### src/mm_defines.svh
// ------------------------------
// Address map, RAM size, test magic values
// and interrupt count of the memory model
// ------------------------------
`ifndef MM_DEFINES_SVH
`define MM_DEFINES_SVH

// Byte-address bits of the RAM
`define MM_RAM_ADDR_WIDTH 16

// Everything at or above this address is peripheral space
`define MM_PERIPH_BASE 32'h1000_0000

// Virtual peripheral registers
`define MM_PRINT_ADDR       32'h1000_0000
`define MM_TIMER_VALUE_ADDR 32'h1500_0000
`define MM_TIMER_ID_ADDR    32'h1500_0004
`define MM_DEBUG_ADDR       32'h1580_0000
`define MM_STATUS_ADDR      32'h2000_0000
`define MM_EXIT_ADDR        32'h2000_0004

// Values written to the status register
`define MM_TEST_PASS_VALUE 32'd123456789
`define MM_TEST_FAIL_VALUE 32'd1

`define MM_IRQ_COUNT 32

`endif

### src/mm_pkg.sv
// ------------------------------
// Bus, memory and interrupt types
// plus the interrupt timer states
// ------------------------------
`include "mm_defines.svh"

package mm_pkg;

    // Bus address and data word
    typedef logic [31:0] addr_t;
    typedef logic [31:0] data_t;

    // One enable per byte lane
    typedef logic [3:0] be_t;

    // Memory byte, also used for print characters
    typedef logic [7:0] byte_t;

    // Interrupt lines and the index of one line
    typedef logic [`MM_IRQ_COUNT-1:0]         irq_vec_t;
    typedef logic [$clog2(`MM_IRQ_COUNT)-1:0] irq_id_t;

    // Interrupt timer
    typedef enum logic [1:0] {
        TMR_IDLE,
        TMR_COUNT,
        TMR_PENDING
    } timer_state_e;

endpackage

### src/vp_status.sv
// ------------------------------
// Print port, test status flags and exit
// ------------------------------
`timescale 1ns/1ps
`include "mm_defines.svh"

module vp_status
    import mm_pkg::*;
(
    input  logic  clk_i,
    input  logic  arst_n_i,
    input  logic  vp_we_i,
    input  addr_t vp_addr_i,
    input  data_t vp_wdata_i,
    output logic  print_valid_o,
    output byte_t print_char_o,
    output logic  tests_passed_o,
    output logic  tests_failed_o,
    output logic  exit_valid_o,
    output data_t exit_value_o
);

    logic print_hit;
    logic status_hit;
    logic exit_hit;

    assign print_hit  = vp_we_i && (vp_addr_i == `MM_PRINT_ADDR);
    assign status_hit = vp_we_i && (vp_addr_i == `MM_STATUS_ADDR);
    assign exit_hit   = vp_we_i && (vp_addr_i == `MM_EXIT_ADDR);

    // Strobes and sticky flags
    always_ff @(posedge clk_i or negedge arst_n_i) begin
        if (!arst_n_i) begin
            print_valid_o  <= 1'b0;
            exit_valid_o   <= 1'b0;
            tests_passed_o <= 1'b0;
            tests_failed_o <= 1'b0;
        end else begin
            print_valid_o <= print_hit;
            exit_valid_o  <= exit_hit;
            if (status_hit && (vp_wdata_i == `MM_TEST_PASS_VALUE)) begin
                tests_passed_o <= 1'b1;
            end
            if (status_hit && (vp_wdata_i == `MM_TEST_FAIL_VALUE)) begin
                tests_failed_o <= 1'b1;
            end
        end
    end

    // Character and exit code
    always_ff @(posedge clk_i) begin
        if (print_hit) begin
            print_char_o <= vp_wdata_i[7:0];
        end
        if (exit_hit) begin
            exit_value_o <= vp_wdata_i;
        end
    end

endmodule
### config.mk
export PLATFORM = sky130hd
export DESIGN_NAME = vp_status
export DESIGN_NICKNAME = d
export VERILOG_FILES = /design/src/mm_pkg.sv /design/src/vp_status.sv
export VERILOG_INCLUDE_DIRS = /design/src
export SDC_FILE = /design/constraint.sdc
export NUM_CORES = 1
export LEC_CHECK = 0
export CORE_MARGIN = 3
export CORE_UTILIZATION = 55
export CTS_CLUSTER_DIAMETER = 120
export DETAILED_ROUTE_END_ITERATION = 16
export DONT_BUFFER_PORTS = 1
export PLACE_DENSITY = 0.82
export RECOVER_POWER = 50
export REMOVE_ABC_BUFFERS = 1
export SLEW_MARGIN = 10
export SYNTH_ARGS = -nofsm -noshare
export SYNTH_HDL_FRONTEND = slang
export SYNTH_SLANG_ARGS = --single-unit
export TNS_END_PERCENT = 30
### constraint.sdc
create_clock -name clk_i -period 0.8 [get_ports clk_i]
set_input_delay 0.24 -clock clk_i [delete_from_list [all_inputs] [get_ports clk_i]]
set_output_delay 0.24 -clock clk_i [all_outputs]
set_load 0.02 [all_outputs]
; After elaboration in Yosys (flattened, before gate mapping)
; Index checks and enable logic that the tools add are counted.
[op_classes]
eq_ne = 5
n_reduce_logical = 5
[ops]
columns = cell, count
row1 = $eq A32 B30 Y1 const B, 2
row2 = $eq A32 B1 Y1 const B, 1
row3 = $eq A32 B27 Y1 const B, 1
row4 = $eq A32 B29 Y1 const B, 1
row5 = $logic_and A1 B1 Y1, 5
[word_totals]
reg_bits = 44
wordCells = 16

; Longest topological paths before layout
[depth]
depth_word = 3
mapped_depth = 4
ltp_nobuf = 4

; Worst setup path before layout
; OpenSTA, ideal clock, no wires.
[synth_path]
path_kind = input to register
start = input port vp_addr_i[16]
end = register exit_value_o[0] (enable)
arrival_ns = 1.965
required_time_ns = 0.407
path_slack_ns = -1.557
path_stages = 3
n_path_buf = 0
cell_sequence = or4_4 nor4_1 and2_1
[synth_between]
elab_chain_len = 2
[synth_lines]
columns = item, line
row1 = start: declaration, vp_status.sv:13  ; input addr_t vp_addr_i,
row2 = $eq A32 B30 Y1 (no source line), -
row3 = $logic_and A1 B1 Y1, vp_status.sv:29  ; assign exit_hit = vp_we_i && (vp_addr_i == `MM_EXIT_ADDR);
row4 = via exit_hit, vp_status.sv:25  ; logic exit_hit;
row5 = end signal: assignment, vp_status.sv:56  ; exit_value_o <= vp_wdata_i;
row6 = end: declaration, vp_status.sv:20  ; output data_t exit_value_o
; The timed path passes the listed nets, and every way through them passes these cells.
; A chain may end at the register's enable or synchronous reset.

; Final worst setup path
[layout_path]
start = input port vp_addr_i[16]
end = register print_char_o[6] (enable)
[layout_between]
elab_chain_len = 2
[layout_lines]
columns = item, line
row1 = $eq A32 B29 Y1 (no source line), -
row2 = $logic_and A1 B1 Y1, vp_status.sv:27  ; assign print_hit = vp_we_i && (vp_addr_i == `MM_PRINT_ADDR);
row3 = via print_hit, vp_status.sv:23  ; logic print_hit;
row4 = end signal: assignment, vp_status.sv:53  ; print_char_o <= vp_wdata_i[7:0];
row5 = end: declaration, vp_status.sv:16  ; output byte_t print_char_o,
; The timed path passes the listed nets, and every way through them passes these cells.

==> results.ini <==
[clock_tree]
path_clk_slew_ns = 0.12
cts_tree = yes
clock_latency_ns = 0.35
cts_buffers = 5
root_buffer = clkbuf_4
cts.sinks = 44
h-tree-depth = 2
clockBufferDepth = 2

[cells_and_area]
drive_gt1_share_pct = 23.70
diodes = 0
layout_common_cells = edfxtp_1 (40), dlygate4sd3_1 (33), nor4_1 (11), buf_4 (7), clkbuf_4 (5)
area_growth_pct = 47.14
final_common_cell = edfxtp_1
nets = 201

[routing]
ant_nets = 0
drt_iter0_drc = 63
finalWirelength_um = 4740
post-route-drc-count = 0
avgRoutedWirePerCell_um = 28.73
firstDrtPassIters = 4
vias = 1070
viasPerCell = 6.485

[run]
drv_cap = 0

[worst_setup_path]
path_class = in2reg
arrival_ns = 1.60
cp_cell_sequence = or4_4 -> or4_4 -> nor3_4 -> buf_6
crit_path_end_kind = register
critPathBufInv = 1
worstPathMaxFanout = 7
cp.required_ns = 0.88
critPathTopFamily = simple AND/OR/NAND/NOR gates
cp_slowest_cell = or4_4
worstSetupStartpointType = input port
cp_common_cell = or4_4
slowest_delay_ns = 0.54

[synthesis]
synth_area_mm2 = 0.001531
synth_area_leaders = edfxtp_1 (78%), dfrtp_1 (6.5%), nor4_1 (5.7%), nand4_1 (1.6%), a41o_1 (1.3%)
yosysTopAreaCell = edfxtp_1
yosys_warnings = 0
netlist_instances = 78
seq_area_frac_synth_pct = 84.97
synth_top_area_share_pct = 78.43
syn_avg_cell_area_um2 = 19.63
yosys.cell_types.count = 16
ys_seq_elements = 44

[global_route]
antenna_found_initial = 0
grt_overflow_total = 0
grt_pass1_wl_um = 5865
grt_pass1_vias = 1084
grt_usage_pct = 25.15
grt_max_degree = 18

[min_path]
min_path_type = in2async

[power]
powerDensity_mw_per_mm2 = 1794
leakagePower_uw = 0.0007896
ir_drop_mv = 1.966

[floorplanning]
io_pins = 111
num_rows = 18
die_w_um = 58.77
dieArea_mm2 = 0.003454
die_h_um = 58.77
core_mm2 = 0.002567
start_util_pct = 59.65

[place]
gp_congestion = 0.7162
place_ws_ns = -1.069
io_buffers = 0
dp_hpwl_um = 2589

[sta]
fmax_mhz = 659.6
finalHoldViolCount = 0
grt_setup_unrepaired = yes
post-route-period-util_pct = 189.5
period_needed_ns = 1.516
hold_slack_ns = 0.1348
slew_viol_final = 0
worst_pin_slew_ns = 0.3512
setup_ws_ns = -0.7161
finalSetupViolCount = 88
relSlewSlack_pct = 76.37
clock-skew-final_ns = 0

[status]
status = complete, but fails checks
violations = negative setup slack

-- repair_timing --
| item | in CTS | in global routing |
|---|---|---|
| hold endpoints to repair | 44 | 0 |
| setup buffers | 0 | 3 |
| resized for setup | 4 | 13 |
| hold buffers | 33 | 0 |
| pin swaps | 1 | 5 |
| setup endpoints to repair | 88 | 88 |
| gates cloned | 0 | 3 |
-- sequential cells by signal (all words and copies together) (netlist names) --
register        cells
tests_failed_o      1
tests_passed_o      1
print_valid_o       1
exit_valid_o        1
exit_value_o       32
print_char_o        8
-- cell type report --
class / instances / area, um^2
fill: 109 / 314.1
clock buffer: 6 / 41.29
clock inverter: 2 / 35.03
timing repair buffer: 49 / 560.5
sequential: 44 / 1303
tap: 30 / 37.54
multi-input combinational: 34 / 276.5
-- cells by family after synthesis --
kind of cell | after synthesis | synth area share [%]
DFF | 44 | 84.97
and+or+nand+nor | 32 | 13.72
AOI/OAI and AO/OA | 2 | 1.307
-- cells in the mapped netlist (all sizes together) --
cell and count:
a41o 2, and2 1, and4 1, dfrtp 4
edfxtp 40, nand2 3, nand3 1, nand4 4
nor2 1, nor3 2, nor4 14, nor4b 1
or4 2, or4b 2
-- final timing paths --
| check | cells after the start | slack, ns | from | to |
|---|---|---|---|---|
| setup / recovery | 4 | -0.72 | vp_addr_i[16] | print_char_o[6]$_DFFE_PP_ |
| hold / removal | 1 | 0.13 | arst_n_i | exit_valid_o$_DFF_PN0_ |
| setup reg to reg | 1 | 0 | tests_failed_o$_DFFE_PN0P_ | tests_failed_o$_DFFE_PN0P_ |
| hold reg to reg | 1 | 0.55 | tests_passed_o$_DFFE_PN0P_ | tests_passed_o$_DFFE_PN0P_ |
| max in group asynchronous | 1 | 0.48 | arst_n_i | exit_valid_o$_DFF_PN0_ |
| min in group clk_i | 3 | 0.17 | vp_addr_i[28] | print_valid_o$_DFF_PN0_ |
-- metal layers --
metal / wire (um) / global-route usage, % / part of all wire [%] / vias to the layer above
met1: 1511 / 25.57 / 32 / 501
li1: - / - / - / 445
met3: 632 / 10.75 / 13 / 7
met2: 2517 / 44.01 / 53 / 117
met5: 0 / 0 / 0 / -
met4: 80 / 11.97 / 1.7 / 0
-- report_power, final --
group          total, uW  leakage, uW  internal [uW]  switching, uW
Combinational        184     0.000334            129           54.9
Clock               1360    0.0000422            655            701
Sequential          2500     0.000414           2500     0.00000115
Total               4040     0.000790           3290            755
-- stage by stage --
stage,std cells,instance area [um^2],setup TNS [ns],total power [uW],util [%]
global route,165,2253,-43.88,4127,87.77
global placement,118,1669,-43.42,2585,65.01
CTS,159,2091,-42.17,3987,81.43
finish,165,2253,-41.63,4043,87.77
detailed placement,118,1669,-45.63,2585,65.01
floorplan,78,1531,-62.77,2580,-
Power figures use the tool's default switching activity.
