--- src/mm_defines.svh ---
// ------------------------------
// Address map, RAM size, test magic values
// and interrupt count of the memory model
// ------------------------------
`ifndef MM_DEFINES_SVH
`define MM_DEFINES_SVH

// Byte-address bits of the RAM
`define MM_RAM_ADDR_WIDTH 16

// Everything at or above this address is peripheral space
`define MM_PERIPH_BASE 32'h1000_0000

// Virtual peripheral registers
`define MM_PRINT_ADDR       32'h1000_0000
`define MM_TIMER_VALUE_ADDR 32'h1500_0000
`define MM_TIMER_ID_ADDR    32'h1500_0004
`define MM_DEBUG_ADDR       32'h1580_0000
`define MM_STATUS_ADDR      32'h2000_0000
`define MM_EXIT_ADDR        32'h2000_0004

// Values written to the status register
`define MM_TEST_PASS_VALUE 32'd123456789
`define MM_TEST_FAIL_VALUE 32'd1

`define MM_IRQ_COUNT 32

`endif

--- src/mm_pkg.sv ---
// ------------------------------
// Bus, memory and interrupt types
// plus the interrupt timer states
// ------------------------------
`include "mm_defines.svh"

package mm_pkg;

    // Bus address and data word
    typedef logic [31:0] addr_t;
    typedef logic [31:0] data_t;

    // One enable per byte lane
    typedef logic [3:0] be_t;

    // Memory byte, also used for print characters
    typedef logic [7:0] byte_t;

    // Interrupt lines and the index of one line
    typedef logic [`MM_IRQ_COUNT-1:0]         irq_vec_t;
    typedef logic [$clog2(`MM_IRQ_COUNT)-1:0] irq_id_t;

    // Interrupt timer
    typedef enum logic [1:0] {
        TMR_IDLE,
        TMR_COUNT,
        TMR_PENDING
    } timer_state_e;

endpackage

--- src/vp_event_gen.sv ---
// ------------------------------
// Interrupt timer and debug request register
// ------------------------------
`timescale 1ns/1ps
`include "mm_defines.svh"

module vp_event_gen
    import mm_pkg::*;
(
    input  logic     clk_i,
    input  logic     arst_n_i,
    input  logic     vp_we_i,
    input  addr_t    vp_addr_i,
    input  data_t    vp_wdata_i,
    input  logic     irq_ack_i,
    input  irq_id_t  irq_id_i,
    output irq_vec_t irq_o,
    output logic     debug_req_o
);

    timer_state_e state_q;
    timer_state_e state_d;
    data_t        count_q;
    data_t        count_d;
    irq_id_t      irq_sel_q;
    logic         value_hit;
    logic         id_hit;
    logic         debug_hit;
    logic         ack_match;

    assign value_hit = vp_we_i && (vp_addr_i == `MM_TIMER_VALUE_ADDR);
    assign id_hit    = vp_we_i && (vp_addr_i == `MM_TIMER_ID_ADDR);
    assign debug_hit = vp_we_i && (vp_addr_i == `MM_DEBUG_ADDR);
    assign ack_match = irq_ack_i && (irq_id_i == irq_sel_q);

    // ------------------------------
    // Timer FSM
    // ------------------------------
    always_comb begin
        state_d = state_q;
        count_d = count_q;
        if (value_hit) begin
            // A fresh count restarts the timer and drops a pending irq
            count_d = vp_wdata_i;
            state_d = (vp_wdata_i == '0) ? TMR_PENDING : TMR_COUNT;
        end else begin
            case (state_q)
                TMR_COUNT: begin
                    count_d = count_q - 32'd1;
                    if (count_q <= 32'd1) begin
                        state_d = TMR_PENDING;
                    end
                end
                TMR_PENDING: begin
                    if (ack_match) begin
                        state_d = TMR_IDLE;
                    end
                end
                default: ;
            endcase
        end
    end

    always_ff @(posedge clk_i or negedge arst_n_i) begin
        if (!arst_n_i) begin
            state_q     <= TMR_IDLE;
            count_q     <= '0;
            irq_sel_q   <= '0;
            debug_req_o <= 1'b0;
        end else begin
            state_q <= state_d;
            count_q <= count_d;
            if (id_hit) begin
                irq_sel_q <= vp_wdata_i[$bits(irq_id_t)-1:0];
            end
            // Debug request level
            if (debug_hit) begin
                debug_req_o <= vp_wdata_i[0];
            end
        end
    end

    // One-hot line while pending
    assign irq_o = (state_q == TMR_PENDING) ? (irq_vec_t'(1) << irq_sel_q) : '0;

endmodule

--- config.mk ---
export PLATFORM = sky130hd
export DESIGN_NAME = vp_event_gen
export DESIGN_NICKNAME = d
export VERILOG_FILES = /design/src/mm_pkg.sv /design/src/vp_event_gen.sv
export VERILOG_INCLUDE_DIRS = /design/src
export SDC_FILE = /design/constraint.sdc
export NUM_CORES = 1
export LEC_CHECK = 0
export BUFFER_PORTS_ARGS = -buffer_cell sky130_fd_sc_hd__buf_2
export CAP_MARGIN = 30
export CORE_MARGIN = 2
export CORE_UTILIZATION = 40
export CTS_CLUSTER_DIAMETER = 150
export CTS_CLUSTER_SIZE = 16
export DETAILED_ROUTE_END_ITERATION = 8
export PLACE_DENSITY = 0.75
export SLEW_MARGIN = 20
export SYNTH_ARGS = -nofsm -noshare
export SYNTH_HDL_FRONTEND = slang
export SYNTH_SLANG_ARGS = --single-unit
--- constraint.sdc ---
create_clock -name clk_i -period 1.9 [get_ports clk_i]
set_input_delay 0.285 -clock clk_i [delete_from_list [all_inputs] [get_ports clk_i]]
set_output_delay 0.285 -clock clk_i [all_outputs]
set_load 0.02 [all_outputs]
* Word-level counts from Yosys, hierarchy flattened
Index checks and enable logic that the tools add are counted.
** Storage, ports and cells
- Output and inout port bits :: 33
- Register bits :: 40
** Cells by class
- Order comparisons :: 1
- Add/subtract/negate cells :: 1
- Shift operators :: 1
- Equality and inequality tests :: 8
- Reductions and logical operators :: 8
- Multiplexer cells :: 8
** Operators with widths (number)
- $eq A32 B29 Y1 const B :: 3
- $mux W32 :: 3
- $le A32 B1 Y1 const B :: 1
- $logic_not A32 Y1 :: 1
- $shl A1 B5 Y32 const A :: 1
- $sub A32 B1 Y32 const B :: 1
- $mux W2 :: 4
- $ne A3 B3 Y1 const B :: 2
- $eq A5 B5 Y1 :: 1
- $logic_and A1 B1 Y1 :: 4
- $pmux W2 S2 :: 1
- $reduce_and A3 Y1 :: 1
- $reduce_bool A3 Y1 :: 1
- $eq A2 B1 Y1 const B :: 1
- $eq A2 B2 Y1 const B :: 1
- $reduce_bool A2 Y1 :: 1

* Longest topological paths before layout
- Word-level depth :: 5
- Depth in mapped cells :: 7
- Gate-level depth less buffers :: 7

* Worst setup path before layout
OpenSTA, ideal clock, no wires.
- Path type :: flip-flop to flip-flop
- From :: register count_q[12]
- To :: register count_q[28]
- Clock period less this slack :: 2021 ps
- Buffers on the path :: 1
- Required time :: 1772 ps
- Stages on the path, launching flop included :: 7
- Slack :: -121 ps
- Arrival :: 1893 ps
- Setup time :: 128 ps
- Path through :: dfrtp_1 or3_4 or3_1 buf_2 nor4_2 xor2_1 mux2_1
** Between the ends
- Longest elaborated chain between the ends :: 3
** Ends and longest elaborated chain
- start, declared :: line vp_event_gen.sv:23 : data_t count_q;
- start signal, assigned :: line vp_event_gen.sv:72 : count_q <= count_d;
- $sub A32 B1 Y32 :: line vp_event_gen.sv:49 : count_d = count_q - 32'd1;
- $mux W32 :: line vp_event_gen.sv:47 : case (state_q)
- $mux W32 :: line vp_event_gen.sv:42 : if (value_hit) begin
No other way between the ends. The select of a mux whose other input is x is not followed.
A chain may end at the register's enable or synchronous reset.

* Worst setup path after layout
- From :: register count_q[14]
- To :: register count_q[28]
Same word-level chain as after synthesis.

==> flow_metrics.env <==
export IMPL_timing_worst_setup_path_type="flop to flop"
export IMPL_first_global_vias=2762
export IMPL_clk_root_buffer_cell="clkbuf_8"
export IMPL_synth_edff_count=0
export IMPL_chipHeight_um=85.3
export IMPL_critPathLaunchType="flop"
export IMPL_layout_worst_path_cycle_share=1.06
export IMPL_power_clock_fraction=0.473
export IMPL_fin_area_um2=3930
export IMPL_syn_avg_cell_area_um2=8.72
export IMPL_synth_async_reset_ratio=1.00
export IMPL_layout_filler_cells=536
export IMPL_worstPathBufferInverterCount=1
export IMPL_number_of_endpoints_failing_setup_at_the_final_stage=10
export IMPL_vias_per_cell=5.31
export IMPL_m1WireLength_mm=3.33
export IMPL_vdd_ir_drop_worst_mv=0.405
export IMPL_violations="setup timing"
export IMPL_top_level_ports=106
export IMPL_mostFrequentLayoutCells="buf_2 (104), nor2_1 (69), buf_4 (42)"
export IMPL_ctsLongestPathBuffers=2
export IMPL_rows=29
export IMPL_rsz_0062_raised_after_global_routing="true"
export IMPL_die_x_um=85.3
export IMPL_final_setup_worst_slack_ps=-117
export IMPL_ys_flop_type="dfrtp_1"
export IMPL_core_area_um2=6390
export IMPL_timing_critical_path_slowest_stage_cell="or3_4"
export IMPL_port_buffer_count=105
export IMPL_slew_viol_final=0
export IMPL_layout_nets=525
export IMPL_wl_mm=7.64
export IMPL_slew_headroom=0.647
export IMPL_power_density_nw_per_um2=509
export IMPL_cts_max_level=2
export IMPL_dr_max_layer_used="met4"
export IMPL_setup_tns_ps=-722
export IMPL_start_util=0.414
export IMPL_power_share_sequential=0.429
export IMPL_tritoncts_clock_tree="yes"
export IMPL_wl_met3_um=242
export IMPL_skew_ps=7.01
export IMPL_clock_sink_count=40
export IMPL_intPower_mw=1.61
export IMPL_p_sw_frac=0.194
export IMPL_worstPathRequired_ps=2070
export IMPL_worst_path_largest_cell_delay_ps=400
export IMPL_crit_arrival_ps=2190
export IMPL_antenna_violating_nets_post_route=0
export IMPL_met2_wire_length_mm=3.85
export IMPL_cpLargestDelayFamily="simple AND/OR/NAND/NOR gates"
export IMPL_post_dp_cell_area_um2=3580
export IMPL_cap_viol_max_count=0
export IMPL_hold_viol=0
export IMPL_synth_seq_cells=40
export IMPL_worst_path_max_fanout=6
export IMPL_detailedRoute_firstPassIterationCount=4
export IMPL_combPwrFrac=0.099
export IMPL_p_leak_nw=1.76
export IMPL_crit_path_end_kind="flop"
export IMPL_dieArea_um2=7270
export IMPL_max_slew_worst_pin_slew_ps=529
export IMPL_syn2layout_area_growth_pct=48.9
export IMPL_grt_first_pass_wirelength_mm=12.3
export IMPL_p_switching_mw=0.389
export IMPL_antennaDiodeCount=0
export IMPL_cp_common_cell="or3_4"
export IMPL_seq_area_um2=1000
export IMPL_mappedNetlistArea_um2=2640
export IMPL_dp_worst_setup_slack_ps=-251
export IMPL_fin_worst_hold_slack_ps=47.6
export IMPL_number_of_buffers_inserted_during_clock_tree_synthesis=5
export IMPL_worst_setup_path_startpoint="count_q[14]$_DFFE_PN0P_"
export IMPL_post_layout_total_power_mw=2.00
export IMPL_hold_path_class="primary input to asynchronous set/reset pin"
export IMPL_total_area_of_multi_input_combinational_cells_um2=1730
export IMPL_final_layout_size_suffix_gt1_frac=0.437
export IMPL_most_frequent_standard_cell_in_the_layout_excluding_fill_and_tap_cells="buf_2"
export IMPL_routed_wire_length_per_instance_um=14.5
export IMPL_run_status="complete, but fails checks"
export IMPL_gp_congestion=0.898
export IMPL_antenna_found_initial=0
export IMPL_dp_final_hpwl_mm=5.76
export IMPL_grt_max_degree=41
export IMPL_insertion_delay_ps=290
export IMPL_yosysSeqAreaShare=0.379
export IMPL_grt_remaining_overflow=0
export IMPL_syn_nets=378
export IMPL_yosysWarningCount=0
export IMPL_synthCells=303
export IMPL_clk_pin_slew_ps=80
export IMPL_detail_route_iter0_violations=181
export IMPL_drc_errors=0
export IMPL_max_fclk_ghz=0.496
export IMPL_global_route_usage_total=0.205
export IMPL_rr_startpoint="count_q[14]$_DFFE_PN0P_"
export IMPL_yosysUniqueCellTypes=47
export IMPL_routed_via_count=2803
export IMPL_crit_chain="or3_4, or3_4, buf_6, nor4_4, xor2_1, mux2_4"
export IMPL_period_needed_ps=2020
## logic make-up after synthesis
family	Yosys count	synth area share
simple gates	167	0.351
flops	40	0.379
compound gates	37	0.0824
xor+xnor	32	0.106
buf+inv	14	0.0251
mux	11	0.0469
fa+ha+maj	2	0.00947
## per-layer routing
layer,vias up,track usage
met5,-,0
met4,0,0.0620
met3,22,0.0321
met2,57,0.350
met1,1342,0.268
li1,1382,-
## power by group through the flow
stage	sequential, mW	combinational (mW)	clock [mW]
2_1_floorplan	0.880	0.0452	0
3_3_place_gp	0.879	0.177	0
3_5_place_dp	0.879	0.181	0
4_1_cts	0.862	0.183	0.965
5_1_grt	0.859	0.217	1.01
6_report	0.859	0.198	0.947
## cell type report
class,instances,area share
Timing Repair Buffer,152,0.237
Inverter,2,0.00191
Clock inverter,3,0.0229
Tap cell,77,0.0245
Multi-Input combinational cell,249,0.441
Clock buffer,5,0.0175
Sequential cell,40,0.255
## what timing repair did
item	in CTS	in global routing
pin swaps	4	8
gates resized for setup	11	19
setup buffers	3	3
hold buffers	0	0
setup endpoints to repair	20	48
## cells in the mapped netlist (2+ instances only)
library cell  instances  area (um^2)
inv_1                 2         7.51
nand3b_1              2         15.0
dfrtp_1              40         1000
nor2b_1               4         25.0
nor4_1               20          125
nand4_1               8         50.1
buf_1                 2         7.51
or2_2                 2         12.5
xnor2_1              23          201
ha_1                  2         25.0
xor2_1                9         78.8
nor4_4                3         63.8
or4_1                 4         30.0
nor3b_1               3         22.5
nand2_1              12         45.0
mux2_1               10          113
or3_1                 7         43.8
nor4_2                3         37.5
buf_2                 5         25.0
a21oi_1              25          125
nand2b_1              2         12.5
clkbuf_1              4         15.0
nor2_1               71          267
nand3_1               5         25.0
nor3_1               13         65.1
## sequential cells by signal, indices dropped and copies added (netlist names)
register / flops
count_q: 32
irq_sel_q: 5
state_q: 2
debug_req_o: 1
## metrics by stage
stage / utilization / instances
3_3_place_gp: 0.561 / 514
4_1_cts: 0.598 / 525
2_1_floorplan: - / 303
6_report: 0.616 / 528
5_1_grt: 0.616 / 528
3_5_place_dp: 0.561 / 514
## final timing paths
kind,to,slack [ps],cells after the start
max,count_q[28]$_DFFE_PN0P_,-120,6
min,count_q[16]$_DFFE_PN0P_,50,2
max reg2reg,count_q[28]$_DFFE_PN0P_,-120,6
min reg2reg,debug_req_o$_DFFE_PN0P_,510,1
max in group asynchronous,state_q[0]$_DFFE_PN0P_,1440,2
min in group clk_i,count_q[16]$_DFFE_PN0P_,230,2
Note: power is estimated with default switching activity, not from simulation.
