[src/mm_defines.svh]
// ------------------------------
// Address map, RAM size, test magic values
// and interrupt count of the memory model
// ------------------------------
`ifndef MM_DEFINES_SVH
`define MM_DEFINES_SVH

// Byte-address bits of the RAM
`define MM_RAM_ADDR_WIDTH 16

// Everything at or above this address is peripheral space
`define MM_PERIPH_BASE 32'h1000_0000

// Virtual peripheral registers
`define MM_PRINT_ADDR       32'h1000_0000
`define MM_TIMER_VALUE_ADDR 32'h1500_0000
`define MM_TIMER_ID_ADDR    32'h1500_0004
`define MM_DEBUG_ADDR       32'h1580_0000
`define MM_STATUS_ADDR      32'h2000_0000
`define MM_EXIT_ADDR        32'h2000_0004

// Values written to the status register
`define MM_TEST_PASS_VALUE 32'd123456789
`define MM_TEST_FAIL_VALUE 32'd1

`define MM_IRQ_COUNT 32

`endif

[src/mm_pkg.sv]
// ------------------------------
// Bus, memory and interrupt types
// plus the interrupt timer states
// ------------------------------
`include "mm_defines.svh"

package mm_pkg;

    // Bus address and data word
    typedef logic [31:0] addr_t;
    typedef logic [31:0] data_t;

    // One enable per byte lane
    typedef logic [3:0] be_t;

    // Memory byte, also used for print characters
    typedef logic [7:0] byte_t;

    // Interrupt lines and the index of one line
    typedef logic [`MM_IRQ_COUNT-1:0]         irq_vec_t;
    typedef logic [$clog2(`MM_IRQ_COUNT)-1:0] irq_id_t;

    // Interrupt timer
    typedef enum logic [1:0] {
        TMR_IDLE,
        TMR_COUNT,
        TMR_PENDING
    } timer_state_e;

endpackage

[src/mem_bus_if.sv]
// ------------------------------
// One req/gnt/rvalid request bus
// ------------------------------
`timescale 1ns/1ps

interface mem_bus_if
    import mm_pkg::*;
();

    // Request side
    logic  req;
    addr_t addr;
    logic  we;
    be_t   be;
    data_t wdata;

    // Response side
    logic  gnt;
    logic  rvalid;
    data_t rdata;

    modport master (
        output req,
        output addr,
        output we,
        output be,
        output wdata,
        input  gnt,
        input  rvalid,
        input  rdata
    );

    modport slave (
        input  req,
        input  addr,
        input  we,
        input  be,
        input  wdata,
        output gnt,
        output rvalid,
        output rdata
    );

endinterface

[src/data_router.sv]
// ------------------------------
// Data bus decoder between RAM and
// the virtual peripherals
// ------------------------------
`timescale 1ns/1ps
`include "mm_defines.svh"

module data_router
    import mm_pkg::*;
(
    input  logic      clk_i,
    input  logic      arst_n_i,
    mem_bus_if.slave  core_bus,
    mem_bus_if.master ram_bus,
    output logic      vp_we_o,
    output addr_t     vp_addr_o,
    output data_t     vp_wdata_o
);

    logic is_periph;
    logic core_accept;
    logic rvalid_q;
    logic ram_sel_q;

    // Peripheral space starts at a fixed base
    assign is_periph = (core_bus.addr >= `MM_PERIPH_BASE);

    // ------------------------------
    // Request path
    // ------------------------------
    assign ram_bus.req   = core_bus.req & ~is_periph;
    assign ram_bus.addr  = core_bus.addr;
    assign ram_bus.we    = core_bus.we;
    assign ram_bus.be    = core_bus.be;
    assign ram_bus.wdata = core_bus.wdata;

    // Peripherals never stall, RAM grants on its own
    assign core_bus.gnt = is_periph ? core_bus.req : ram_bus.gnt;
    assign core_accept  = core_bus.req & core_bus.gnt;

    // Single-cycle write strobe towards the peripherals
    assign vp_we_o    = core_accept & is_periph & core_bus.we;
    assign vp_addr_o  = {core_bus.addr[31:2], 2'b00};
    assign vp_wdata_o = core_bus.wdata;

    // ------------------------------
    // Response path
    // ------------------------------
    always_ff @(posedge clk_i or negedge arst_n_i) begin
        if (!arst_n_i) begin
            rvalid_q  <= 1'b0;
            ram_sel_q <= 1'b0;
        end else begin
            rvalid_q  <= core_accept;
            ram_sel_q <= core_accept & ~is_periph;
        end
    end

    assign core_bus.rvalid = rvalid_q;

    // Peripheral reads give zero
    assign core_bus.rdata = (ram_sel_q && ram_bus.rvalid) ? ram_bus.rdata : '0;

endmodule

[src/flat_wrapper.sv]
// flat-port wrapper written by rule: the top's interface ports become plain ports
module data_router_flat import mm_pkg::*;
  (clk_i, arst_n_i, vp_we_o, vp_addr_o, vp_wdata_o, core_bus_req, core_bus_addr, core_bus_we, core_bus_be, core_bus_wdata, core_bus_gnt, core_bus_rvalid, core_bus_rdata, ram_bus_req, ram_bus_addr, ram_bus_we, ram_bus_be, ram_bus_wdata, ram_bus_gnt, ram_bus_rvalid, ram_bus_rdata);
  mem_bus_if core_bus_i ();
  mem_bus_if ram_bus_i ();
  input  logic clk_i;
  input  logic arst_n_i;
  output logic vp_we_o;
  output addr_t vp_addr_o;
  output data_t vp_wdata_o;
  input wire logic [$bits(core_bus_i.req)-1:0] core_bus_req;
  input wire logic [$bits(core_bus_i.addr)-1:0] core_bus_addr;
  input wire logic [$bits(core_bus_i.we)-1:0] core_bus_we;
  input wire logic [$bits(core_bus_i.be)-1:0] core_bus_be;
  input wire logic [$bits(core_bus_i.wdata)-1:0] core_bus_wdata;
  output wire logic [$bits(core_bus_i.gnt)-1:0] core_bus_gnt;
  output wire logic [$bits(core_bus_i.rvalid)-1:0] core_bus_rvalid;
  output wire logic [$bits(core_bus_i.rdata)-1:0] core_bus_rdata;
  output wire logic [$bits(ram_bus_i.req)-1:0] ram_bus_req;
  output wire logic [$bits(ram_bus_i.addr)-1:0] ram_bus_addr;
  output wire logic [$bits(ram_bus_i.we)-1:0] ram_bus_we;
  output wire logic [$bits(ram_bus_i.be)-1:0] ram_bus_be;
  output wire logic [$bits(ram_bus_i.wdata)-1:0] ram_bus_wdata;
  input wire logic [$bits(ram_bus_i.gnt)-1:0] ram_bus_gnt;
  input wire logic [$bits(ram_bus_i.rvalid)-1:0] ram_bus_rvalid;
  input wire logic [$bits(ram_bus_i.rdata)-1:0] ram_bus_rdata;
  assign core_bus_i.req = core_bus_req;
  assign core_bus_i.addr = core_bus_addr;
  assign core_bus_i.we = core_bus_we;
  assign core_bus_i.be = core_bus_be;
  assign core_bus_i.wdata = core_bus_wdata;
  assign core_bus_gnt = core_bus_i.gnt;
  assign core_bus_rvalid = core_bus_i.rvalid;
  assign core_bus_rdata = core_bus_i.rdata;
  assign ram_bus_req = ram_bus_i.req;
  assign ram_bus_addr = ram_bus_i.addr;
  assign ram_bus_we = ram_bus_i.we;
  assign ram_bus_be = ram_bus_i.be;
  assign ram_bus_wdata = ram_bus_i.wdata;
  assign ram_bus_i.gnt = ram_bus_gnt;
  assign ram_bus_i.rvalid = ram_bus_rvalid;
  assign ram_bus_i.rdata = ram_bus_rdata;
  data_router u_core (.clk_i(clk_i), .arst_n_i(arst_n_i), .core_bus(core_bus_i), .ram_bus(ram_bus_i), .vp_we_o(vp_we_o), .vp_addr_o(vp_addr_o), .vp_wdata_o(vp_wdata_o));
endmodule
[config.mk]
export PLATFORM = sky130hd
export DESIGN_NAME = data_router_flat
export DESIGN_NICKNAME = d
export VERILOG_FILES = /design/src/mm_pkg.sv /design/src/mem_bus_if.sv /design/src/data_router.sv /design/src/flat_wrapper.sv
export VERILOG_INCLUDE_DIRS = /design/src
export SDC_FILE = /design/constraint.sdc
export NUM_CORES = 1
export LEC_CHECK = 0
export BUFFER_PORTS_ARGS = -buffer_cell sky130_fd_sc_hd__buf_2
export CORE_AREA = 2 2 106 108
export CTS_BUF_LIST = sky130_fd_sc_hd__clkbuf_8
export CTS_CLUSTER_DIAMETER = 100
export DETAILED_ROUTE_END_ITERATION = 16
export DIE_AREA = 0 0 108 110
export GPL_ROUTABILITY_DRIVEN = 0
export SYNTH_ARGS = -nofsm -noshare
export SYNTH_HDL_FRONTEND = slang
export SYNTH_SLANG_ARGS = --single-unit
[constraint.sdc]
create_clock -name clk_i -period 1.3 [get_ports clk_i]
set_clock_uncertainty 0.15 [all_clocks]
set_input_delay 0.26 -clock clk_i [delete_from_list [all_inputs] [get_ports clk_i]]
set_output_delay 0.26 -clock clk_i [all_outputs]
set_load 0.01 [all_outputs]
# Word level (Yosys, flattened, before mapping)
# Cells that the tools add are included.
dict set report op_classes {
  muxes 2
  bitwise 6
  order_cmp 1
  reduce_logical 1
}
# cell count
set ops {}
lappend ops {{32-bit by 29-bit >= comparator with 1-bit output, second input constant} 1}
lappend ops {{32-bit two-way mux} 1}
lappend ops {{1-bit bitwise AND} 5}
lappend ops {{1-bit logical AND} 1}
lappend ops {{1-bit two-way mux} 1}
lappend ops {{1-bit inverter} 1}
dict set report word_totals {
  out_inout_bits 169
  register_bits 2
  in_bits 106
  word_cells 12
}

# Longest topological paths before layout
# Gate-level depths: netlist of run 1.
dict set report logic_depth {
  depth_word 5
  mapped_depth 2
  ltp_nobuf 2
}

# Least setup slack after synthesis of run 1
# Ideal clock, no wire load.
dict set report synth_timing {
  path_type {input to output}
  startpoint {input port core_bus_addr[31]}
  endpoint {output port core_bus_gnt}
  path_stages 2
  n_path_buf 0
  setup_slack_ns -0.042
  t_required_ns 0.890
  arrival_time_ns 0.932
  path_cell_list {nor4_4 > mux2_4}
}
dict set report synth_between {
  elab_chain_len 2
}
# item line_no
set synth_lines {}
lappend synth_lines {{start: declaration} flat_wrapper.sv:12} ;# input wire logic [$bits(core_bus_i.addr)-1:0] core_bus_addr;
lappend synth_lines {{32-bit by 29-bit >= comparator with 1-bit output (no source line)} n/a}
lappend synth_lines {{1-bit two-way mux} data_router.sv:38} ;# assign core_bus.gnt = is_periph ? core_bus.req : ram_bus.gnt;
lappend synth_lines {{end: declaration} flat_wrapper.sv:16} ;# output wire logic [$bits(core_bus_i.gnt)-1:0] core_bus_gnt;
# Every way passes these cells.

# Worst setup path after layout of run 1
dict set report layout_timing {
  startpoint {input port core_bus_addr[30]}
  endpoint {output port core_bus_gnt}
}
# The elaborated chain is that of the path after synthesis.

==> impl_metrics.yaml, run 1 <==
run_status:
  status: "finished, violations left"
  violations: "negative setup slack"
yosys:
  postSynthAreaPerCell_um2: 7.390
  synth_cell_type_count: 13
  syn_inst: 182
  ys_seq_area_share_pct: 3.721
  ys_top_cells_by_area: "buf_4 (74%), and3_1 (15%), dfrtp_1 (3.7%), clkbuf_1 (1.7%), nor4_4 (1.6%)"
  ys_dominant_reg_cell: "dfrtp_1"
  yosysWarnings: 0
  synth_top_area_share_pct: 74.23
  synthTopCellsByCount: "buf_4 (133), and3_1 (32), clkbuf_1 (6), dfrtp_1 (2)"
  syn_area_um2: 1345
  yosys.area.top_type: "buf_4"
  synth-edff-count: 0
  yosys_register_bits: 2
  synthArstFlopShare_pct: 100.0
  yosysMostFrequentCell: "buf_4"
power:
  leakagePower_uw: 0.0007125
  p_int_uw: 350.7
  p_comb_share_pct: 33.7
  switching_share_pct: 26.22
  seq_power_share_pct: 13.8
  p_clk_share_pct: 52.5
  p_switching_uw: 124.7
  peakVddDrop_mv: 0.5139
  total_power_uw: 475.4
  power_density_nw_per_um2: 421.7
drt:
  initialDrtViolationCount: 5
  wl_per_cell_um: 10.86
  routed-via-count: 852
  routed.top_layer: "met4"
  wl_met3_um: 501
  wl_met1_um: 695
  route.met2.wl_mm: 1.520
  wirelength_mm: 3.041
  ant_nets: 0
  viasPerCell: 3.043
  drt_first_pass_iters: 2
  drc_errors: 0
finish:
  final_nets: 248
  area_delta_synth_final_pct: -16.19
  diodes: 0
  drive_gt1_share_pct: 74.29
  final_area_um2: 1127
  n_fill_cell: 1240
  ff_latch_area_um2: 50.05
  multiInputGateArea_um2: 302.8
placement:
  place_area_um2: 991.0
  dp_worst_setup_slack_ns: -0.2596
  dp_hpwl_mm: 2.497
  numPortBuffers: 86
clock_network:
  htreeDepth: 1
  clkTransAtPathRegs_ns: 0.03
  cts_buffer_depth: 2
  cts_setup_buffers: 0
  cts.root.buffer_cell: "clkbuf_8"
  cts_buffers: 3
  clkSinkCount: 2
  cts_tree: "built"
timing:
  fin_crit_sh_pct: 117.5
  holdWs_ns: 0.1864
  slew_violations: 0
  fin_setup_tns_ns: -6.295
  finalHoldViolations: 0
  setup_viol: 35
  rsz0062_at_grt: "yes"
  fmax_mhz: 654.5
  period_minus_slack_ns: 1.528
  setup_ws_ns: -0.2279
setup_path:
  start_kind: "input pin"
  worstPathMaxFanout: 2
  arrival_ns: 1.12
  critPathRequiredTime_ns: 0.89
  end_kind: "output port"
  crit_type: "in -> out"
min_path:
  whs_path_depth: 2
  holdCritPathClass: "in -> reg"
floorplanning:
  design.core.area_um2: 10700
  die_h_um: 110
  io_pins: 275
  start_util_pct: 12.57
  dieWidth_um: 108
  dieArea_um2: 11880
  fp-row-count: 38
grt:
  gr-usage-all-layers_pct: 4.432
  grt-ovfl-total: 0
  antenna_found_initial: 0
  grt_pass1_wl_mm: 4.036
  grt_pass1_vias: 849
  grt_max_degree: 33
job:
  drv_cap: 0
through the flow:
step / instances / util [%]
after floorplan: 183 / -
after global placement: 276 / 9.263
after detailed placement: 276 / 9.263
after CTS: 280 / 10.22
after global routing: 280 / 10.54
final: 280 / 10.54
cell type report:
class | instances | share of cell area [%]
Sequential cell | 2 | 4.440
Inverter | 1 | 0.3330
Multi-Input combinational cell | 41 | 26.86
Timing Repair Buffer | 93 | 49.17
Clock buffer | 3 | 3.663
Tap cell | 140 | 15.54
worst max-delay path, cell delays in order:
cell	delay [ns]
buf_6	0.10
nor4_4	0.30
mux2_4	0.33
buf_6	0.12
final timing paths:
path | start | to | slack (ns)
worst max-delay path | core_bus_addr[30] | core_bus_gnt | -0.23
max in group asynchronous | arst_n_i | u_core.ram_sel_q | 0.69
min in group asynchronous | arst_n_i | u_core.core_bus.rvalid | 0.21
worst min-delay path | core_bus_req | u_core.core_bus.rvalid | 0.19
layout by cell type (no fill, tap or decap), drive strengths merged:
cell | synthesis | routed
buf | 133 | 92
and3 | 33 | 33
mux2 | 1 | 1
nand2 | 1 | 1
dfrtp | 2 | 2
clkbuf | 6 | 3
and2 | 1 | 1
inv | 1 | 1
conb | 1 | 2
dlygate4sd3 | 0 | 1
nor2 | 1 | 1
nor4 | 1 | 1
a21boi | 1 | 1
cells by family (layout without fill, tap and decap cells):
family	after synthesis	in the layout	share of synthesized area (%)
AND/OR/NAND/NOR	37	37	18.14
multiplexers	1	1	1.116
flip-flops	2	2	3.721
other	1	2	0.2788
buffers and inverters	140	97	76.19
AO/OA/AOI/OAI	1	1	0.5583
per-layer routing:
metal  GRT usage [%]  vias to the layer above
met5               0                        -
met4           6.044                        0
met3           2.058                       51
met2           7.502                      108
met1           3.175                      336
li1                -                      357
flip-flops by register name, indices dropped and copies added, names as in the netlist:
register                count
u_core.core_bus.rvalid      1
u_core.ram_sel_q            1
power by group through the flow:
stage | sequential [µW] | clock (µW) | combinational (µW)
finish | 65.5 | 250 | 160
global route | 65.6 | 258 | 176
CTS | 65.5 | 256 | 156
detailed placement | 66.1 | 0 | 144
global placement | 66.0 | 0 | 141
floorplan | 67.2 | 0 | 448
timing repair:
action                                  4_1_cts  5_1_grt
endpoints found under the hold margin         2        0
resized for setup                            12        6
pin swaps                                     3        1
endpoints found under the setup margin       35       35
hold buffers                                  1        0
Note: power is estimated with default switching activity, not from simulation.
==> run 2: changes to the inputs <==
SKIP_LAST_GASP = 1   (was unset)
==> run 2 against run 1 <==
  * The flow still finishes with violations (negative setup slack)
  * Core utilization shrank 0.42 points
  * Sequential power is essentially flat
  * Sequential cell count is the same
  * Sequential share of layout area up 0.18 points
  * Combinational power hardly changed
==> impl_metrics.yaml, run 2 (synthesis results as in run 1) <==
timing:
  setup_viol: 35
  finalHoldViolations: 0
  holdWs_ns: 0.1865
  fmax_mhz: 654.7
  slew_violations: 0
  fin_crit_sh_pct: 117.5
  rsz0062_at_grt: "yes"
  period_minus_slack_ns: 1.527
  setup_ws_ns: -0.2275
run_status:
  status: "finished, violations left"
  violations: "negative setup slack"
grt:
  grt-ovfl-total: 0
  grt_pass1_vias: 838
  grt_max_degree: 33
  grt_pass1_wl_mm: 3.988
  antenna_found_initial: 0
  gr-usage-all-layers_pct: 4.382
floorplanning:
  die_h_um: 110
  fp-row-count: 38
  dieWidth_um: 108
  start_util_pct: 12.57
  io_pins: 275
  dieArea_um2: 11880
  design.core.area_um2: 10700
drt:
  ant_nets: 0
  initialDrtViolationCount: 6
  wl_per_cell_um: 10.58
  wirelength_mm: 2.963
  viasPerCell: 3.021
  drc_errors: 0
  drt_first_pass_iters: 2
  routed-via-count: 846
clock_network:
  cts_buffer_depth: 2
  clkSinkCount: 2
  cts_buffers: 3
  htreeDepth: 1
  clkTransAtPathRegs_ns: 0.03
  cts_tree: "built"
  cts.root.buffer_cell: "clkbuf_8"
power:
  leakagePower_uw: 0.0007184
  peakVddDrop_mv: 0.5137
  power_density_nw_per_um2: 436.6
finish:
  final_cell_mix: "buf_2 (81), and3_1 (32), buf_6 (5), buf_4 (5), clkbuf_8 (3)"
  drive_gt1_share_pct: 71.43
  area_delta_synth_final_pct: -19.53
  final_nets: 248
  final_common_cell: "buf_2"
  diodes: 0
  final_area_um2: 1082
placement:
  numPortBuffers: 86
  dp_hpwl_mm: 2.497
  place_area_um2: 991.0
min_path:
  whs_path_depth: 2
  hold_end: "u_core.core_bus.rvalid"
  hold_path_startpoint: "core_bus_req"
  holdCritPathClass: "in -> reg"
setup_path:
  end_kind: "output port"
  start_kind: "input pin"
  crit_chain: "buf_6 > nor4_4 > mux2_4 > buf_6"
  cpMaxStageDelayCell: "mux2_4"
  cp_common_cell: "buf_6"
  slowest_delay_ns: 0.33
  crit_type: "in -> out"
  worstPathMaxFanout: 2
  critPathRequiredTime_ns: 0.89
  arrival_ns: 1.12
job:
  drv_cap: 0
-- run 2: repair_timing --
action | CTS | global route
setup buffers | 0 | 0
endpoints found under the hold margin | 2 | 0
pin swaps | 3 | 1
resized for setup | 8 | 2
hold buffers | 1 | 0
endpoints found under the setup margin | 35 | 35
-- run 2: worst max-delay path: cells and delay by family --
kind                   cells  cell delay (ns)
muxes                      1             0.33
buffers and inverters      2             0.22
and+or+nand+nor            1             0.30
-- run 2: worst max-delay path by stage --
| stage | startpoint | endpoint | slack [ns] | depth (start not counted) |
|---|---|---|---|---|
| 2_1_floorplan | core_bus_addr[31] | core_bus_gnt | -0.04 | 2 |
| 3_3_place_gp | core_bus_addr[31] | core_bus_gnt | -0.25 | 4 |
| 3_5_place_dp | core_bus_addr[31] | core_bus_gnt | -0.26 | 4 |
| 4_1_cts | core_bus_addr[29] | core_bus_gnt | -0.24 | 4 |
| 5_1_grt | core_bus_addr[30] | core_bus_gnt | -0.26 | 4 |
| 6_report | core_bus_addr[30] | core_bus_gnt | -0.23 | 4 |
-- run 2: cell type report --
cell class                      instances  area (µm²)
Tap cell                              140       175.2
Sequential cell                         2       50.05
Multi-Input combinational cell         41       282.8
Clock buffer                            3       41.29
Fill cell                            1247        9615
Timing Repair Buffer                   93       529.3
Inverter                                1       3.754
-- run 2: through the flow --
step	util [%]	worst slack (ns)	TNS [ns]	power [µW]	cells
after floorplan	-	-0.04170	-0.04170	515.5	183
after global placement	9.263	-0.2502	-0.8781	206.7	276
final	10.12	-0.2275	-6.255	472.5	280
after CTS	10.01	-0.2355	-6.382	477.2	280
after detailed placement	9.263	-0.2596	-1.766	209.9	276
after global routing	10.12	-0.2572	-7.244	496.5	280
-- run 2: layer usage --
metal	wire [µm]	track usage, %	vias up
met5	0	0	-
met4	324	6.044	0
met3	496	1.999	51
met2	1473	7.412	108
met1	668	3.139	330
li1	-	-	357
-- run 2: report_power, final --
| part | leakage [µW] | total [µW] | switching [µW] | internal [µW] |
|---|---|---|---|---|
| sequential | 0.0000256 | 65.5 | 0.620 | 64.8 |
| clock | 0.0000216 | 249 | 53.3 | 196 |
| combinational | 0.000671 | 158 | 68.9 | 88.7 |
| total | 0.000718 | 473 | 123 | 350 |
==> run 3: changes to the inputs <==
BUFFER_PORTS_ARGS = -buffer_cell sky130_fd_sc_hd__buf_4   (was -buffer_cell sky130_fd_sc_hd__buf_2)
==> run 3 against run 2 <==
  * The run still ends with negative setup slack left
  * Cell count up 0.71%
  * Fmax is 0.32% higher
  * Sequential share of layout area fell by 0.80 points
  * Cell area grew 21%
  * Combinational power rose by 32%
  * Largest power group unchanged
==> impl_metrics.yaml, run 3 (synthesis results as in run 1) <==
run_status:
  status: "finished, violations left"
  violations: "negative setup slack"
drt:
  viasPerCell: 2.965
  drc_errors: 0
  routed-via-count: 836
  wirelength_mm: 3.103
  drt_first_pass_iters: 3
  initialDrtViolationCount: 10
  wl_per_cell_um: 11.00
  ant_nets: 0
power:
  leakagePower_uw: 0.0007700
  peakVddDrop_mv: 0.3929
  power_density_nw_per_um2: 397.8
  total_power_uw: 520.2
finish:
  diodes: 0
  drive_gt1_share_pct: 71.83
  final_nets: 250
  instances_no_fill: 282
  final_cell_mix: "buf_4 (87), and3_1 (32), buf_6 (5), clkbuf_8 (3)"
  ff_latch_area_um2: 50.05
  area_delta_synth_final_pct: -2.791
  n_fill_cell: 1217
  final_common_cell: "buf_4"
  final_area_um2: 1308
  multiInputGateArea_um2: 282.8
  fin_util_pct: 12.22
clock_network:
  clkSinkCount: 2
  clkTransAtPathRegs_ns: 0.03
  cts.root.buffer_cell: "clkbuf_8"
  htreeDepth: 1
  cts_buffer_depth: 2
  cts_buffers: 3
  cts_tree: "built"
setup_path:
  critPathRequiredTime_ns: 0.89
  startpoint: "core_bus_addr[31]"
  crit_type: "in -> out"
  start_kind: "input pin"
  arrival_ns: 1.11
  worstPathMaxFanout: 2
  end_kind: "output port"
timing:
  fin_crit_sh_pct: 117.1
  fin_setup_tns_ns: -6.563
  setup_viol: 35
  finalHoldViolations: 0
  fmax_mhz: 656.8
  setup_ws_ns: -0.2226
  slew_violations: 0
  period_minus_slack_ns: 1.523
  rsz0062_at_grt: "yes"
placement:
  placed_cells: 276
  place_area_um2: 1206
  numPortBuffers: 86
floorplanning:
  fp-row-count: 38
  die_h_um: 110
  start_util_pct: 12.57
  dieWidth_um: 108
  design.core.area_um2: 10700
  dieArea_um2: 11880
  io_pins: 275
grt:
  grt_pass1_vias: 848
  grt_max_degree: 33
  grt-ovfl-total: 0
  grt_pass1_wl_mm: 3.967
  gr-usage-all-layers_pct: 4.308
  antenna_found_initial: 0
min_path:
  hold_end: "u_core.core_bus.rvalid"
  whs_path_depth: 3
  holdCritPathClass: "in -> reg"
  hold_path_startpoint: "ram_bus_gnt"
job:
  drv_cap: 0
==> run 3: final cells by class <==
type,instances,share of cell area [%]
well taps,140,13.40
flip-flops and latches,2,3.828
multi-input cells,41,21.63
inverters,1,0.2871
clock buffers,3,3.158
repair buffers,95,57.70
==> run 3: critical path: stages <==
cell	delay (ns)
buf_6	0.10
nor4_4	0.30
mux2_4	0.33
buf_6	0.12
==> run 3: power by group <==
part / internal (µW) / total, µW / leakage [µW] / switching, µW
Clock: 196 / 246 / 0.0000216 / 49.7
Combinational: 136 / 209 / 0.000723 / 73.2
Sequential: 64.9 / 65.7 / 0.0000256 / 0.843
Total: 396 / 520 / 0.000770 / 124
==> run 3: how the worst max path moves through the flow <==
stage	endpoint	slack [ns]
2_1_floorplan	core_bus_gnt	-0.04
3_3_place_gp	core_bus_gnt	-0.26
3_5_place_dp	core_bus_gnt	-0.26
4_1_cts	core_bus_gnt	-0.23
5_1_grt	core_bus_gnt	-0.26
6_report	core_bus_gnt	-0.22
==> run 3: repair_timing <==
action,4_1_cts,5_1_grt
setup endpoints to repair,35,35
hold endpoints to repair,2,0
resized for setup,9,1
hold buffers,1,0
pin swaps,3,1
buffers inserted,1,1
==> run 3: through the flow <==
stage / setup slack (ns) / hold WS (ns)
after detailed placement: -0.2625 / -0.1044
after global routing: -0.2553 / 0.1767
after CTS: -0.2293 / 0.1688
final: -0.2226 / 0.1730
after global placement: -0.2569 / -0.1078
after floorplan: -0.04170 / -0.1856
==> run 3: metal layers <==
metal | vias up | routed length (µm) | GRT usage (%) | share of wire [%]
li1 | 360 | - | - | -
met1 | 319 | 757 | 3.034 | 24
met2 | 108 | 1524 | 7.323 | 49
met3 | 49 | 510 | 2.116 | 16
met4 | 0 | 311 | 5.769 | 10
met5 | - | 0 | 0 | 0
